File: src/source/host_event_pkg.sv
// Shared constants and types of the event monitor
// Event indices, register map, filler word and bus structs

package host_event_pkg;

  // Four cache events plus the cluster DMA event
  localparam int unsigned NUM_EVT = 5;

  localparam int unsigned CFG_AW = 8;
  localparam int unsigned CFG_DW = 32;

  // Register map, byte offsets
  localparam logic [CFG_AW-1:0] CTRL_OFFS     = 8'h00;
  localparam logic [CFG_AW-1:0] STATUS_OFFS   = 8'h04;
  localparam logic [CFG_AW-1:0] MASK_OFFS     = 8'h08;
  localparam logic [CFG_AW-1:0] CNT_BASE_OFFS = 8'h10;

  // Returned for any read outside the map
  localparam logic [CFG_DW-1:0] UNMAPPED_RDATA = 32'hdeadf000;

  typedef struct packed {
    logic [CFG_AW-1:0] addr;
    logic [CFG_DW-1:0] data;
  } cfg_wr_t;

  // Single-cycle pulses from the last-level cache
  typedef struct packed {
    logic read_hit;
    logic read_miss;
    logic write_hit;
    logic write_miss;
  } llc_events_t;

  // Decoded write strobes, valid for the acceptance cycle only
  typedef struct packed {
    logic               ctrl_we;
    logic               status_clr_we;
    logic               mask_we;
    logic [NUM_EVT-1:0] cnt_we;
    logic [CFG_DW-1:0]  data;
  } reg_wr_t;

endpackage

File: src/source/cfg_reg_port.sv
// Register port with valid/ready write and read channels
// Write address decode into strobes, read mux and response holding

`timescale 1ns/1ps

module cfg_reg_port #(
  parameter int unsigned CNT_WIDTH = 16
) (
  input  logic                                                   clk_i,
  input  logic                                                   rst_n_i,
  // Write channel
  input  host_event_pkg::cfg_wr_t                                cfg_wr_i,
  input  logic                                                   wr_valid_i,
  output logic                                                   wr_ready_o,
  output logic                                                   b_valid_o,
  input  logic                                                   b_ready_i,
  // Read channel
  input  logic [host_event_pkg::CFG_AW-1:0]                      rd_addr_i,
  input  logic                                                   rd_valid_i,
  output logic                                                   rd_ready_o,
  output logic                                                   r_valid_o,
  input  logic                                                   r_ready_i,
  output logic [host_event_pkg::CFG_DW-1:0]                      r_data_o,
  // Towards the counter bank
  output host_event_pkg::reg_wr_t                                reg_wr_o,
  input  logic [host_event_pkg::NUM_EVT-1:0][CNT_WIDTH-1:0]      cnt_i,
  input  logic [host_event_pkg::NUM_EVT-1:0]                     ctrl_i,
  input  logic [host_event_pkg::NUM_EVT-1:0]                     status_i,
  input  logic [host_event_pkg::NUM_EVT-1:0]                     mask_i
);

  localparam int unsigned AW = host_event_pkg::CFG_AW;
  localparam int unsigned DW = host_event_pkg::CFG_DW;
  localparam int unsigned N  = host_event_pkg::NUM_EVT;

  logic          b_valid_q;
  logic          r_valid_q;
  logic [DW-1:0] r_data_q;
  logic [DW-1:0] rd_word;
  logic          wr_acc;
  logic          rd_acc;

  // Counter i sits one word above counter i-1
  function automatic logic [AW-1:0] cnt_addr(input int unsigned idx);
    cnt_addr = host_event_pkg::CNT_BASE_OFFS + AW'(4 * idx);
  endfunction

  // A new request is taken only when no response is waiting
  assign wr_ready_o = ~b_valid_q;
  assign rd_ready_o = ~r_valid_q;
  assign wr_acc     = wr_valid_i & wr_ready_o;
  assign rd_acc     = rd_valid_i & rd_ready_o;

  always_ff @(posedge clk_i) begin
    if (!rst_n_i) begin
      b_valid_q <= 1'b0;
      r_valid_q <= 1'b0;
    end else begin
      if (wr_acc) begin
        b_valid_q <= 1'b1;
      end else if (b_ready_i) begin
        b_valid_q <= 1'b0;
      end
      if (rd_acc) begin
        r_valid_q <= 1'b1;
      end else if (r_ready_i) begin
        r_valid_q <= 1'b0;
      end
    end
  end

  // Write strobes for the bank, unknown addresses produce none
  always_comb begin
    reg_wr_o      = '0;
    reg_wr_o.data = cfg_wr_i.data;
    if (wr_acc) begin
      reg_wr_o.ctrl_we       = (cfg_wr_i.addr == host_event_pkg::CTRL_OFFS);
      reg_wr_o.status_clr_we = (cfg_wr_i.addr == host_event_pkg::STATUS_OFFS);
      reg_wr_o.mask_we       = (cfg_wr_i.addr == host_event_pkg::MASK_OFFS);
      for (int i = 0; i < N; i++) begin
        reg_wr_o.cnt_we[i] = (cfg_wr_i.addr == cnt_addr(i));
      end
    end
  end

  always_comb begin
    rd_word = host_event_pkg::UNMAPPED_RDATA;
    if (rd_addr_i == host_event_pkg::CTRL_OFFS) begin
      rd_word = DW'(ctrl_i);
    end else if (rd_addr_i == host_event_pkg::STATUS_OFFS) begin
      rd_word = DW'(status_i);
    end else if (rd_addr_i == host_event_pkg::MASK_OFFS) begin
      rd_word = DW'(mask_i);
    end
    for (int i = 0; i < N; i++) begin
      if (rd_addr_i == cnt_addr(i)) begin
        rd_word = DW'(cnt_i[i]);
      end
    end
  end

  // Read data is frozen at acceptance
  always_ff @(posedge clk_i) begin
    if (rd_acc) begin
      r_data_q <= rd_word;
    end
  end

  assign b_valid_o = b_valid_q;
  assign r_valid_o = r_valid_q;
  assign r_data_o  = r_data_q;

endmodule

File: src/source/event_edge_rx.sv
// Toggle receiver for an event from another clock domain
// Two-flop synchronizer, acknowledge level and edge pulse

`timescale 1ns/1ps

module event_edge_rx (
  input  logic clk_i,
  input  logic rst_n_i,
  input  logic valid_i,
  output logic ack_o,
  output logic pulse_o
);

  logic [1:0] sync_q;
  logic       prev_q;

  always_ff @(posedge clk_i) begin
    if (!rst_n_i) begin
      sync_q <= 2'b00;
      prev_q <= 1'b0;
    end else begin
      sync_q <= {sync_q[0], valid_i};
      prev_q <= sync_q[1];
    end
  end

  // Sender sees its own toggle echoed back
  assign ack_o = sync_q[1];

  // One cycle per level change
  assign pulse_o = sync_q[1] ^ prev_q;

endmodule

File: src/source/perf_counter_bank.sv
// Event counters with enable, interrupt status and interrupt mask
// Wrap on overflow sets status; registered interrupt from masked status

`timescale 1ns/1ps

module perf_counter_bank #(
  parameter int unsigned CNT_WIDTH = 16
) (
  input  logic                                              clk_i,
  input  logic                                              rst_n_i,
  input  host_event_pkg::reg_wr_t                           reg_wr_i,
  input  logic [host_event_pkg::NUM_EVT-1:0]                evt_i,
  output logic [host_event_pkg::NUM_EVT-1:0][CNT_WIDTH-1:0] cnt_o,
  output logic [host_event_pkg::NUM_EVT-1:0]                ctrl_o,
  output logic [host_event_pkg::NUM_EVT-1:0]                status_o,
  output logic [host_event_pkg::NUM_EVT-1:0]                mask_o,
  output logic                                              irq_o
);

  localparam int unsigned N = host_event_pkg::NUM_EVT;

  logic [N-1:0]                ctrl_q;
  logic [N-1:0]                mask_q;
  logic [N-1:0]                status_q;
  logic [N-1:0]                status_d;
  logic [N-1:0]                inc;
  logic [N-1:0]                ovf;
  logic [N-1:0]                clr;
  logic [N-1:0][CNT_WIDTH-1:0] cnt_q;
  logic                        irq_q;

  // Only enabled events count
  assign inc = evt_i & ctrl_q;

  // A counter write in the same cycle suppresses the increment and its overflow
  always_comb begin
    for (int i = 0; i < N; i++) begin
      ovf[i] = inc[i] & ~reg_wr_i.cnt_we[i] & (&cnt_q[i]);
    end
  end

  // Write one to clear
  assign clr = reg_wr_i.status_clr_we ? reg_wr_i.data[N-1:0] : '0;

  // New overflow beats a same-cycle clear
  assign status_d = (status_q & ~clr) | ovf;

  always_ff @(posedge clk_i) begin
    if (!rst_n_i) begin
      ctrl_q   <= '0;
      mask_q   <= '0;
      status_q <= '0;
      irq_q    <= 1'b0;
    end else begin
      if (reg_wr_i.ctrl_we) begin
        ctrl_q <= reg_wr_i.data[N-1:0];
      end
      if (reg_wr_i.mask_we) begin
        mask_q <= reg_wr_i.data[N-1:0];
      end
      status_q <= status_d;
      irq_q    <= |(status_q & mask_q);
    end
  end

  always_ff @(posedge clk_i) begin
    if (!rst_n_i) begin
      cnt_q <= '0;
    end else begin
      for (int i = 0; i < N; i++) begin
        if (reg_wr_i.cnt_we[i]) begin
          cnt_q[i] <= reg_wr_i.data[CNT_WIDTH-1:0];
        end else if (inc[i]) begin
          // Wraps to zero from all ones
          cnt_q[i] <= cnt_q[i] + CNT_WIDTH'(1);
        end
      end
    end
  end

  assign cnt_o    = cnt_q;
  assign ctrl_o   = ctrl_q;
  assign status_o = status_q;
  assign mask_o   = mask_q;
  assign irq_o    = irq_q;

endmodule

File: src/source/host_event_monitor.sv
// Event monitor top level
// Register port, DMA event receiver and counter bank

`timescale 1ns/1ps

module host_event_monitor #(
  parameter int unsigned CNT_WIDTH = 16
) (
  input  logic                              clk_i,
  input  logic                              rst_n_i,
  input  host_event_pkg::cfg_wr_t           cfg_wr_i,
  input  logic                              wr_valid_i,
  output logic                              wr_ready_o,
  output logic                              b_valid_o,
  input  logic                              b_ready_i,
  input  logic [host_event_pkg::CFG_AW-1:0] rd_addr_i,
  input  logic                              rd_valid_i,
  output logic                              rd_ready_o,
  output logic                              r_valid_o,
  input  logic                              r_ready_i,
  output logic [host_event_pkg::CFG_DW-1:0] r_data_o,
  input  host_event_pkg::llc_events_t       llc_evt_i,
  input  logic                              dma_pe_evt_valid_i,
  output logic                              dma_pe_evt_ack_o,
  output logic                              irq_o
);

  localparam int unsigned N = host_event_pkg::NUM_EVT;

  host_event_pkg::reg_wr_t     reg_wr;
  logic [N-1:0][CNT_WIDTH-1:0] cnt;
  logic [N-1:0]                ctrl;
  logic [N-1:0]                status;
  logic [N-1:0]                mask;
  logic [N-1:0]                evt;
  logic                        dma_evt;

  // Index 0 is read hit, index 4 the DMA event
  assign evt = {dma_evt, llc_evt_i.write_miss, llc_evt_i.write_hit,
                llc_evt_i.read_miss, llc_evt_i.read_hit};

  cfg_reg_port #(
    .CNT_WIDTH  ( CNT_WIDTH  )
  ) i_cfg_reg_port (
    .clk_i      ( clk_i      ),
    .rst_n_i    ( rst_n_i    ),
    .cfg_wr_i   ( cfg_wr_i   ),
    .wr_valid_i ( wr_valid_i ),
    .wr_ready_o ( wr_ready_o ),
    .b_valid_o  ( b_valid_o  ),
    .b_ready_i  ( b_ready_i  ),
    .rd_addr_i  ( rd_addr_i  ),
    .rd_valid_i ( rd_valid_i ),
    .rd_ready_o ( rd_ready_o ),
    .r_valid_o  ( r_valid_o  ),
    .r_ready_i  ( r_ready_i  ),
    .r_data_o   ( r_data_o   ),
    .reg_wr_o   ( reg_wr     ),
    .cnt_i      ( cnt        ),
    .ctrl_i     ( ctrl       ),
    .status_i   ( status     ),
    .mask_i     ( mask       )
  );

  event_edge_rx i_dma_evt_rx (
    .clk_i   ( clk_i              ),
    .rst_n_i ( rst_n_i            ),
    .valid_i ( dma_pe_evt_valid_i ),
    .ack_o   ( dma_pe_evt_ack_o   ),
    .pulse_o ( dma_evt            )
  );

  perf_counter_bank #(
    .CNT_WIDTH ( CNT_WIDTH )
  ) i_perf_counter_bank (
    .clk_i     ( clk_i     ),
    .rst_n_i   ( rst_n_i   ),
    .reg_wr_i  ( reg_wr    ),
    .evt_i     ( evt       ),
    .cnt_o     ( cnt       ),
    .ctrl_o    ( ctrl      ),
    .status_o  ( status    ),
    .mask_o    ( mask      ),
    .irq_o     ( irq_o     )
  );

endmodule

File: config.mk
export PLATFORM = sky130hd
export DESIGN_NAME = host_event_monitor
export DESIGN_NICKNAME = d
export VERILOG_FILES = /design/src/source/host_event_pkg.sv /design/src/source/cfg_reg_port.sv /design/src/source/event_edge_rx.sv /design/src/source/perf_counter_bank.sv /design/src/source/host_event_monitor.sv
export SDC_FILE = /design/constraint.sdc
export NUM_CORES = 1
export LEC_CHECK = 0
export BUFFER_PORTS_ARGS = -buffer_cell sky130_fd_sc_hd__buf_2
export CAP_MARGIN = 5
export CORE_MARGIN = 10
export CORE_UTILIZATION = 25
export DETAILED_ROUTE_END_ITERATION = 16
export PLACE_DENSITY_LB_ADDON = 0.3
export SETUP_SLACK_MARGIN = 0.15
export SLEW_MARGIN = 15
export SYNTH_ARGS = -nofsm -noshare
export SYNTH_HDL_FRONTEND = slang
export SYNTH_HIERARCHICAL = 1
export SYNTH_SLANG_ARGS = --single-unit
File: constraint.sdc
create_clock -name clk_i -period 4.54 [get_ports clk_i]
set_input_delay 0.227 -clock clk_i [delete_from_list [all_inputs] [get_ports clk_i]]
set_output_delay 0.227 -clock clk_i [all_outputs]
set_load 0.05 [all_outputs]
==> results.yml, run 1 <==
pwr:
  p_clk_share_pct: 52.3
  ir_drop_mv: 0.253
  p_comb_share_pct: 7.2
  power_leakage_uw: 0.00263
  p_sw_uw: 676
  internal_power_uw: 1980
  p_per_area_mw_per_mm2: 337
  swShare_pct: 25.5
  pwr-share-seq_pct: 40.5
cts:
  clk_latency_ps: 430
  ctsResizeCount: 0
  hold_buffers: 1
  htreeDepth: 4
  clockRootBuffer: "clkbuf_16"
  clockBufferDepth: 2
  cts_setup_buffers: 0
  clock_sinks: 118
  cts.reportedPaths.clkPinSlew_ps: 60
  cts_made_buffers: 17
  cts_tree: "built"
cells_and_area:
  layout-drive-gt1-share_pct: 16.6
  nets: 886
  syn_to_final_growth_pct: 14.9
  fill_cells: 2847
timing:
  holdWs_ps: 30.1
  min_period_ps: 3130
  finalMaxSlewViolations: 0
  hold_viol: 0
  fmax_mhz: 319
  relSlewSlack_pct: 28.3
  finalSetupTns_ps: 0
  worst_slack_ps: 1410
  fin_crit_sh_pct: 69.0
  setup_violations: 0
  skew_ps: 9.58
  rsz0062_at_grt: "no"
  worst_pin_slew_ps: 1060
floorplan:
  io_pins: 97
  die_y_um: 186
  die_area_mm2: 0.0345
  die_w_um: 186
  start_util_pct: 25.4
  std_cell_rows: 60
  core_area_mm2: 0.0270
critical_path:
  reg2reg_setup_slack_ps: 1410
  timing.rr.start: "i_cfg_reg_port/b_valid_o$_SDFFE_PN0P_"
  required_ps: 4820
  crit_type: "register to register"
  cpMaxStageDelayCell: "clkinv_1"
  start_kind: "register"
  arrival_ps: 3410
  startpoint: "i_cfg_reg_port/b_valid_o$_SDFFE_PN0P_"
  r2r_end: "i_perf_counter_bank/cnt_o[60]$_SDFFE_PN0P_"
  path_max_fanout: 28
  slowest_delay_ps: 840
  endpoint: "i_perf_counter_bank/cnt_o[60]$_SDFFE_PN0P_"
  cp_cell_sequence: "inv_1 > nand3_1 > or3b_2 > nor2_1 > clkinv_1 > o21ai_0 > a21oi_1"
  crit_path_end_kind: "register"
  reg2reg_depth: 7
logic_synthesis:
  syn_inst: 793
  syn_area_mm2: 0.00686
  avgSynthCellArea_um2: 8.65
  ys_warn_count: 6
routing:
  via_per_inst: 5.12
  wl_mm: 22.1
  drt_iter0_drc: 442
  detail_route.drc_violations: 0
  vias: 6031
  first_pass_iters: 5
  wl_per_cell_um: 18.7
  antenna_left: 0
grt:
  grt_pass1_vias: 5687
  gr-total-overflow: 0
  grt_max_degree: 63
  grt.total_usage_pct: 12.8
  grt_pass1_wl_mm: 33.8
  antenna_found_initial: 4
place:
  dp_slack_ps: 1390
  port_buffers: 75
  gp_congestion: 0.810
  hpwl_mm: 15.9
outcome:
  status: "completed"
run:
  max_cap_viol_count: 0
worst_hold_path:
  hp-class: "input pin to register"
## state kept, by name, summed over array words and instances, names as in the netlist
register / cells
i_perf_counter_bank/ctrl_o: 5
i_dma_evt_rx/sync_q: 2
i_perf_counter_bank/status_o: 5
i_dma_evt_rx/prev_q: 1
i_cfg_reg_port/r_valid_o: 1
i_cfg_reg_port/b_valid_o: 1
i_cfg_reg_port/r_data_o: 17
i_perf_counter_bank/cnt_o: 80
i_perf_counter_bank/mask_o: 5
i_perf_counter_bank/irq_o: 1
## worst min-delay path by stage
stage | startpoint | end | slack, ps | cells after the start
3_5_place_dp | i_dma_evt_rx/sync_q[0]$_SDFF_PN0_ | i_dma_evt_rx/sync_q[1]$_SDFF_PN0_ | 420 | 1
5_1_grt | rd_valid_i | i_cfg_reg_port/r_valid_o$_SDFFE_PN0P_ | 20 | 2
4_1_cts | rd_valid_i | i_cfg_reg_port/r_valid_o$_SDFFE_PN0P_ | 20 | 2
2_1_floorplan | rst_n_i | i_dma_evt_rx/sync_q[0]$_SDFF_PN0_ | 350 | 1
6_report | rd_valid_i | i_cfg_reg_port/r_valid_o$_SDFFE_PN0P_ | 30 | 2
3_3_place_gp | i_dma_evt_rx/sync_q[0]$_SDFF_PN0_ | i_dma_evt_rx/sync_q[1]$_SDFF_PN0_ | 430 | 1
## final cells by class
type / instances / area (um^2) / area share (%)
clock buffers: 17 / 425 / 5.40
flip-flops and latches: 118 / 2530 / 32.2
diodes: 2 / 5.00 / 0.0635
well taps: 341 / 427 / 5.42
inverters: 19 / 71.3 / 0.905
clock inverters: 15 / 180 / 2.29
multi-input cells: 584 / 3800 / 48.3
repair buffers: 82 / 430 / 5.46
## power groups by stage
stage,logic (uW),registers [uW],clock network [uW]
6_report,192,1080,1390
5_1_grt,208,1080,1460
4_1_cts,193,1080,1410
2_1_floorplan,112,1130,0
3_3_place_gp,191,1100,0
3_5_place_dp,192,1100,0
## routing by layer
layer  routed length (um)  global-route usage [%]  vias to the layer above
li1                     -                       -                     2941
met1                10000                    16.7                     2835
met2                 9760                    19.7                      214
met3                 1650                    3.35                       37
met4                  582                    5.32                        4
met5                   35                       0                        -
## cell usage in the layout, fill, tap and decap left out, drive strengths merged, types with 6 or more instances in the layout
master / n
nand2b: 9
mux4: 7
nand4: 27
dfxtp: 101
or3: 9
a21oi: 55
nand3: 36
nand2: 57
or4: 6
inv: 17
nor4: 8
a211oi: 7
a31oi: 13
clkinv: 8
xor2: 25
and2: 9
o31ai: 6
xnor2: 36
edfxtp: 17
nor3: 21
a311oi: 7
buf: 81
o21ai: 68
clkinvlp: 6
clkbuf: 17
nor2b: 10
mux2i: 23
and4: 10
nor2: 58
## through the flow
step                util (%)  power [uW]  cell area, um^2  cells
global route            29.2        2740             7870   1177
global placement        26.9        1290             7260   1143
detailed placement      26.9        1290             7260   1143
finish                  29.2        2660             7880   1178
floorplan                  -        1240             6870    797
CTS                     29.2        2680             7870   1176
## critical path, delay by kind of cell, from the launching register on
family | cells | cell delay (ps)
DFF | 1 | 330
and+or+nand+nor | 3 | 1210
buffers and inverters | 2 | 910
AOI/OAI and AO/OA | 2 | 510
(Power assumes the default switching activity.)
==> run 2, diff against run 1 <==
==> constraint.sdc (replaced) <==
create_clock -name clk_i -period 3.1 [get_ports clk_i]
set_input_delay 0.155 -clock clk_i [delete_from_list [all_inputs] [get_ports clk_i]]
set_output_delay 0.155 -clock clk_i [all_outputs]
set_load 0.05 [all_outputs]
==> results.yml, run 2 (synthesis gave the netlist of run 1 again) <==
outcome:
  status: "completed"
pwr:
  power_leakage_uw: 0.00276
  p_per_area_mw_per_mm2: 503
  ir_drop_mv: 0.411
critical_path:
  arrival_ps: 2580
  reg2reg_setup_slack_ps: 790
  crit_type: "register to register"
  cp_cell_sequence: "clkinvlp_4 > nand3_1 > or3b_2 > nor2_1 > inv_2 > o21ai_0 > a31oi_1"
  slowest_delay_ps: 550
  path_max_fanout: 28
  required_ps: 3380
  startpoint: "i_cfg_reg_port/b_valid_o$_SDFFE_PN0P_"
  cpLargestDelayFamily: "simple AND/OR/NAND/NOR gates"
  cpMaxStageDelayCell: "or3b_2"
  crit_path_end_kind: "register"
  timing.rr.start: "i_cfg_reg_port/b_valid_o$_SDFFE_PN0P_"
  start_kind: "register"
  cp_num_buf_inv: 2
cells_and_area:
  layout-drive-gt1-share_pct: 17.8
  largest_register_ffs: 80
  layout_commonest_cell: "dfxtp_1"
  n_antenna_cell: 0
  final_area_mm2: 0.00806
  syn_to_final_growth_pct: 17.6
  nets: 903
  mostFrequentLayoutCells: "101 x dfxtp_1, 75 x buf_2, 67 x o21ai_0"
  fill_cells: 2815
grt:
  gr-total-overflow: 0
  grt_pass1_vias: 5721
  grt.total_usage_pct: 12.8
  grt_max_degree: 44
  grt_pass1_wl_mm: 33.8
  antenna_found_initial: 5
cts:
  clk_latency_ps: 420
  clockRootBuffer: "clkbuf_16"
  cts_made_buffers: 17
  htreeDepth: 4
  cts_setup_buffers: 0
  clock_sinks: 118
  clockBufferDepth: 2
  cts_tree: "built"
  cts.reportedPaths.clkPinSlew_ps: 60
timing:
  finalSetupTns_ps: 0
  hold_viol: 0
  setup_violations: 0
  min_period_ps: 2310
  fmax_mhz: 433
  finalMaxSlewViolations: 0
  fin_crit_sh_pct: 74.5
  skew_ps: 9.61
  worst_pin_slew_ps: 924
  relSlewSlack_pct: 37.8
  rsz0062_at_grt: "no"
place:
  hpwl_mm: 16.0
  placed_area_mm2: 0.00736
  port_buffers: 75
  gp_congestion: 0.794
routing:
  via_per_inst: 5.12
  wl_mm: 22.2
  wl_per_cell_um: 18.6
  vias: 6109
  first_pass_iters: 5
  antenna_left: 0
  detail_route.drc_violations: 0
  drt_iter0_drc: 478
floorplan:
  die_w_um: 186
  start_util_pct: 25.4
  die_y_um: 186
  core_area_mm2: 0.0270
  io_pins: 97
  die_area_mm2: 0.0345
  std_cell_rows: 60
run:
  max_cap_viol_count: 0
worst_hold_path:
  min-delay-start: "llc_evt_i[3]"
  hp-class: "input pin to register"
run 2: per-stage QoR:
step	util [%]	hold slack [ps]	instances	power, uW	setup WS [ps]
2_1_floorplan	-	277	797	1810	276
3_3_place_gp	27.3	368	1156	1890	807
3_5_place_dp	27.3	369	1156	1890	782
4_1_cts	29.9	39.9	1193	4090	769
5_1_grt	29.9	69.3	1193	4180	611
6_report	29.9	49.7	1193	4050	792
run 2: power by group:
group | leakage (uW) | switching (uW) | internal, uW
combinational | 0.00146 | 214 | 76.6
clock | 0.000327 | 718 | 1470
sequential | 0.000970 | 8.53 | 1570
total | 0.00276 | 940 | 3110
run 2: path summary, 6_finish.rpt:
path,endpoint,cells after the start
worst max-delay path,i_perf_counter_bank/cnt_o[46]$_SDFFE_PN0P_,7
worst min-delay path,i_perf_counter_bank/cnt_o[1]$_SDFFE_PN0P_,3
worst max register to register,i_perf_counter_bank/cnt_o[46]$_SDFFE_PN0P_,7
worst min register to register,i_dma_evt_rx/sync_q[1]$_SDFF_PN0_,1
run 2: per-layer routing:
metal	vias up	GRT usage (%)	part of all wire, %
li1	2974	-	-
met1	2919	17.1	46
met2	179	19.9	45
met3	27	3.18	6.9
met4	10	3.77	1.3
met5	-	0	0.27
run 2: what timing repair did:
| action | CTS | global route |
|---|---|---|
| endpoints found under the hold margin | 3 | 0 |
| hold buffers | 5 | 0 |
| endpoints found under the setup margin | 0 | 0 |
| resized for setup | 0 | 0 |
run 2: layout make-up:
type	count	area, um^2	share of cell area (%)
clock buffers	24	512	6.35
clock inverters	8	141	1.75
inverters	19	75.1	0.931
multi-input cells	584	3800	47.2
flip-flops and latches	118	2530	31.4
well taps	341	427	5.29
repair buffers	99	568	7.05
run 2: worst reg2reg max path, stage by stage, from the launching register on:
cell and delay, ps:
dfxtp_1 350, clkinvlp_4 80, nand3_1 140, or3b_2 550
nor2_1 390, inv_2 340, o21ai_0 270, a31oi_1 60
==> run 3, diff against run 2 <==
==> constraint.sdc (replaced) <==
create_clock -name clk_i -period 2.4 [get_ports clk_i]
set_input_delay 0.12 -clock clk_i [delete_from_list [all_inputs] [get_ports clk_i]]
set_output_delay 0.12 -clock clk_i [all_outputs]
set_load 0.05 [all_outputs]
==> results.yml, run 3 (synthesis gave the netlist of run 1 again) <==
routing:
  first_pass_iters: 5
  via_per_inst: 5.21
  wl_mm: 22.7
  drt_iter0_drc: 527
  antenna_left: 0
  vias: 6284
  detail_route.drc_violations: 0
  wl_per_cell_um: 18.8
timing:
  min_period_ps: 2130
  rsz0062_at_grt: "no"
  worst_pin_slew_ps: 681
  finalMaxSlewViolations: 0
  finalSetupTns_ps: 0
  holdWs_ps: 24.2
  skew_ps: 10.4
  setup_violations: 0
  hold_viol: 0
  relSlewSlack_pct: 54.6
  fin_crit_sh_pct: 88.6
  fmax_mhz: 470
pwr:
  power.total_uw: 4850
  ir_drop_mv: 0.522
  power_leakage_uw: 0.00278
  p_per_area_mw_per_mm2: 600
place:
  port_buffers: 75
  hpwl_mm: 16.5
  gp_congestion: 0.832
cells_and_area:
  nets: 916
  layout-drive-gt1-share_pct: 19.0
  layout_commonest_cell: "dfxtp_1"
  fill_cells: 2811
  mostFrequentLayoutCells: "100 x dfxtp_1, 75 x buf_2, 67 x o21ai_0"
  syn_to_final_growth_pct: 17.8
  largest_register_ffs: 80
cts:
  cts_tree: "built"
  clock_sinks: 118
  cts_setup_buffers: 0
  htreeDepth: 4
  clockRootBuffer: "clkbuf_16"
  clockBufferDepth: 2
  cts.reportedPaths.clkPinSlew_ps: 50
  cts_made_buffers: 17
  clk_latency_ps: 430
grt:
  grt_max_degree: 62
  gr-total-overflow: 0
  grt.total_usage_pct: 13.1
  antenna_found_initial: 3
  grt_pass1_wl_mm: 34.6
  grt_pass1_vias: 5884
critical_path:
  start_kind: "register"
  required_ps: 2700
  crit_type: "register to register"
  arrival_ps: 2430
  crit_path_end_kind: "register"
  path_max_fanout: 17
floorplan:
  die_w_um: 186
  die_area_mm2: 0.0345
  start_util_pct: 25.4
  io_pins: 97
  core_area_mm2: 0.0270
  std_cell_rows: 60
  die_y_um: 186
worst_hold_path:
  hp-class: "input pin to register"
outcome:
  status: "completed"
run:
  max_cap_viol_count: 0
## run 3: cell count changes in the layout (fill, tap and decap cells not counted), moves of 2 or more
cell	delta
bufinv_16	-3
clkinv_1	-2
clkbuf_1	+6
buf_4	+13
clkbuf_8	-2
## run 3: what timing repair did
| action | 4_1_cts | 5_1_grt |
|---|---|---|
| resized for setup | 0 | 1 |
| endpoints found under the hold margin | 3 | 0 |
| setup endpoints to repair | 0 | 2 |
| hold buffers | 5 | 0 |
## run 3: power breakdown
group	leakage [uW]	internal, uW	switching, uW	total [uW]
clock network	0.000272	1530	901	2430
logic	0.00154	101	279	379
registers	0.000970	2030	11.4	2040
total	0.00278	3660	1190	4850
## run 3: critical path, cell delays in order (launching register included)
cell and delay, ps:
dfxtp_2 340, clkinvlp_4 60, nand3_1 150, or3b_4 480, nor2_2 400, clkinv_2 110, buf_4 200, o21ai_0 180
a21oi_1 80
## run 3: worst paths after layout
| check | depth (start not counted) | end | start | slack [ps] |
|---|---|---|---|---|
| setup / recovery | 8 | i_perf_counter_bank/cnt_o[59]$_SDFFE_PN0P_ | i_cfg_reg_port/b_valid_o$_SDFFE_PN0P_ | 270 |
| hold / removal | 3 | i_perf_counter_bank/cnt_o[17]$_SDFFE_PN0P_ | llc_evt_i[2] | 20 |
| setup reg to reg | 8 | i_perf_counter_bank/cnt_o[59]$_SDFFE_PN0P_ | i_cfg_reg_port/b_valid_o$_SDFFE_PN0P_ | 270 |
| hold reg to reg | 1 | i_dma_evt_rx/sync_q[1]$_SDFF_PN0_ | i_dma_evt_rx/sync_q[0]$_SDFF_PN0_ | 430 |
## run 3: stage by stage
stage               util, %  std cells  area [um^2]  setup slack (ps)
finish                 30.0       1207         8080               274
global placement       27.7       1169         7470               311
CTS                    30.0       1206         8080               255
floorplan                 -        797         6900               178
global route           30.0       1207         8080               211
detailed placement     27.7       1169         7470               266
## run 3: area by class of cell
type / instances / area [um^2] / area share (%)
Antenna cell: 1 / 2.50 / 0.0310
Clock buffer: 28 / 507 / 6.27
Clock inverter: 4 / 45.0 / 0.557
Inverter: 19 / 78.8 / 0.976
Multi-Input combinational cell: 584 / 3820 / 47.3
Sequential cell: 118 / 2530 / 31.4
Tap cell: 341 / 427 / 5.28
Timing Repair Buffer: 112 / 666 / 8.24
## run 3: metal layers
| layer | vias up | wire length [um] | GRT usage, % |
|---|---|---|---|
| met5 | - | 18 | 0 |
| met4 | 4 | 599 | 5.77 |
| met3 | 35 | 1560 | 3.39 |
| met2 | 201 | 10000 | 19.9 |
| met1 | 3028 | 10500 | 17.0 |
| li1 | 3016 | - | - |
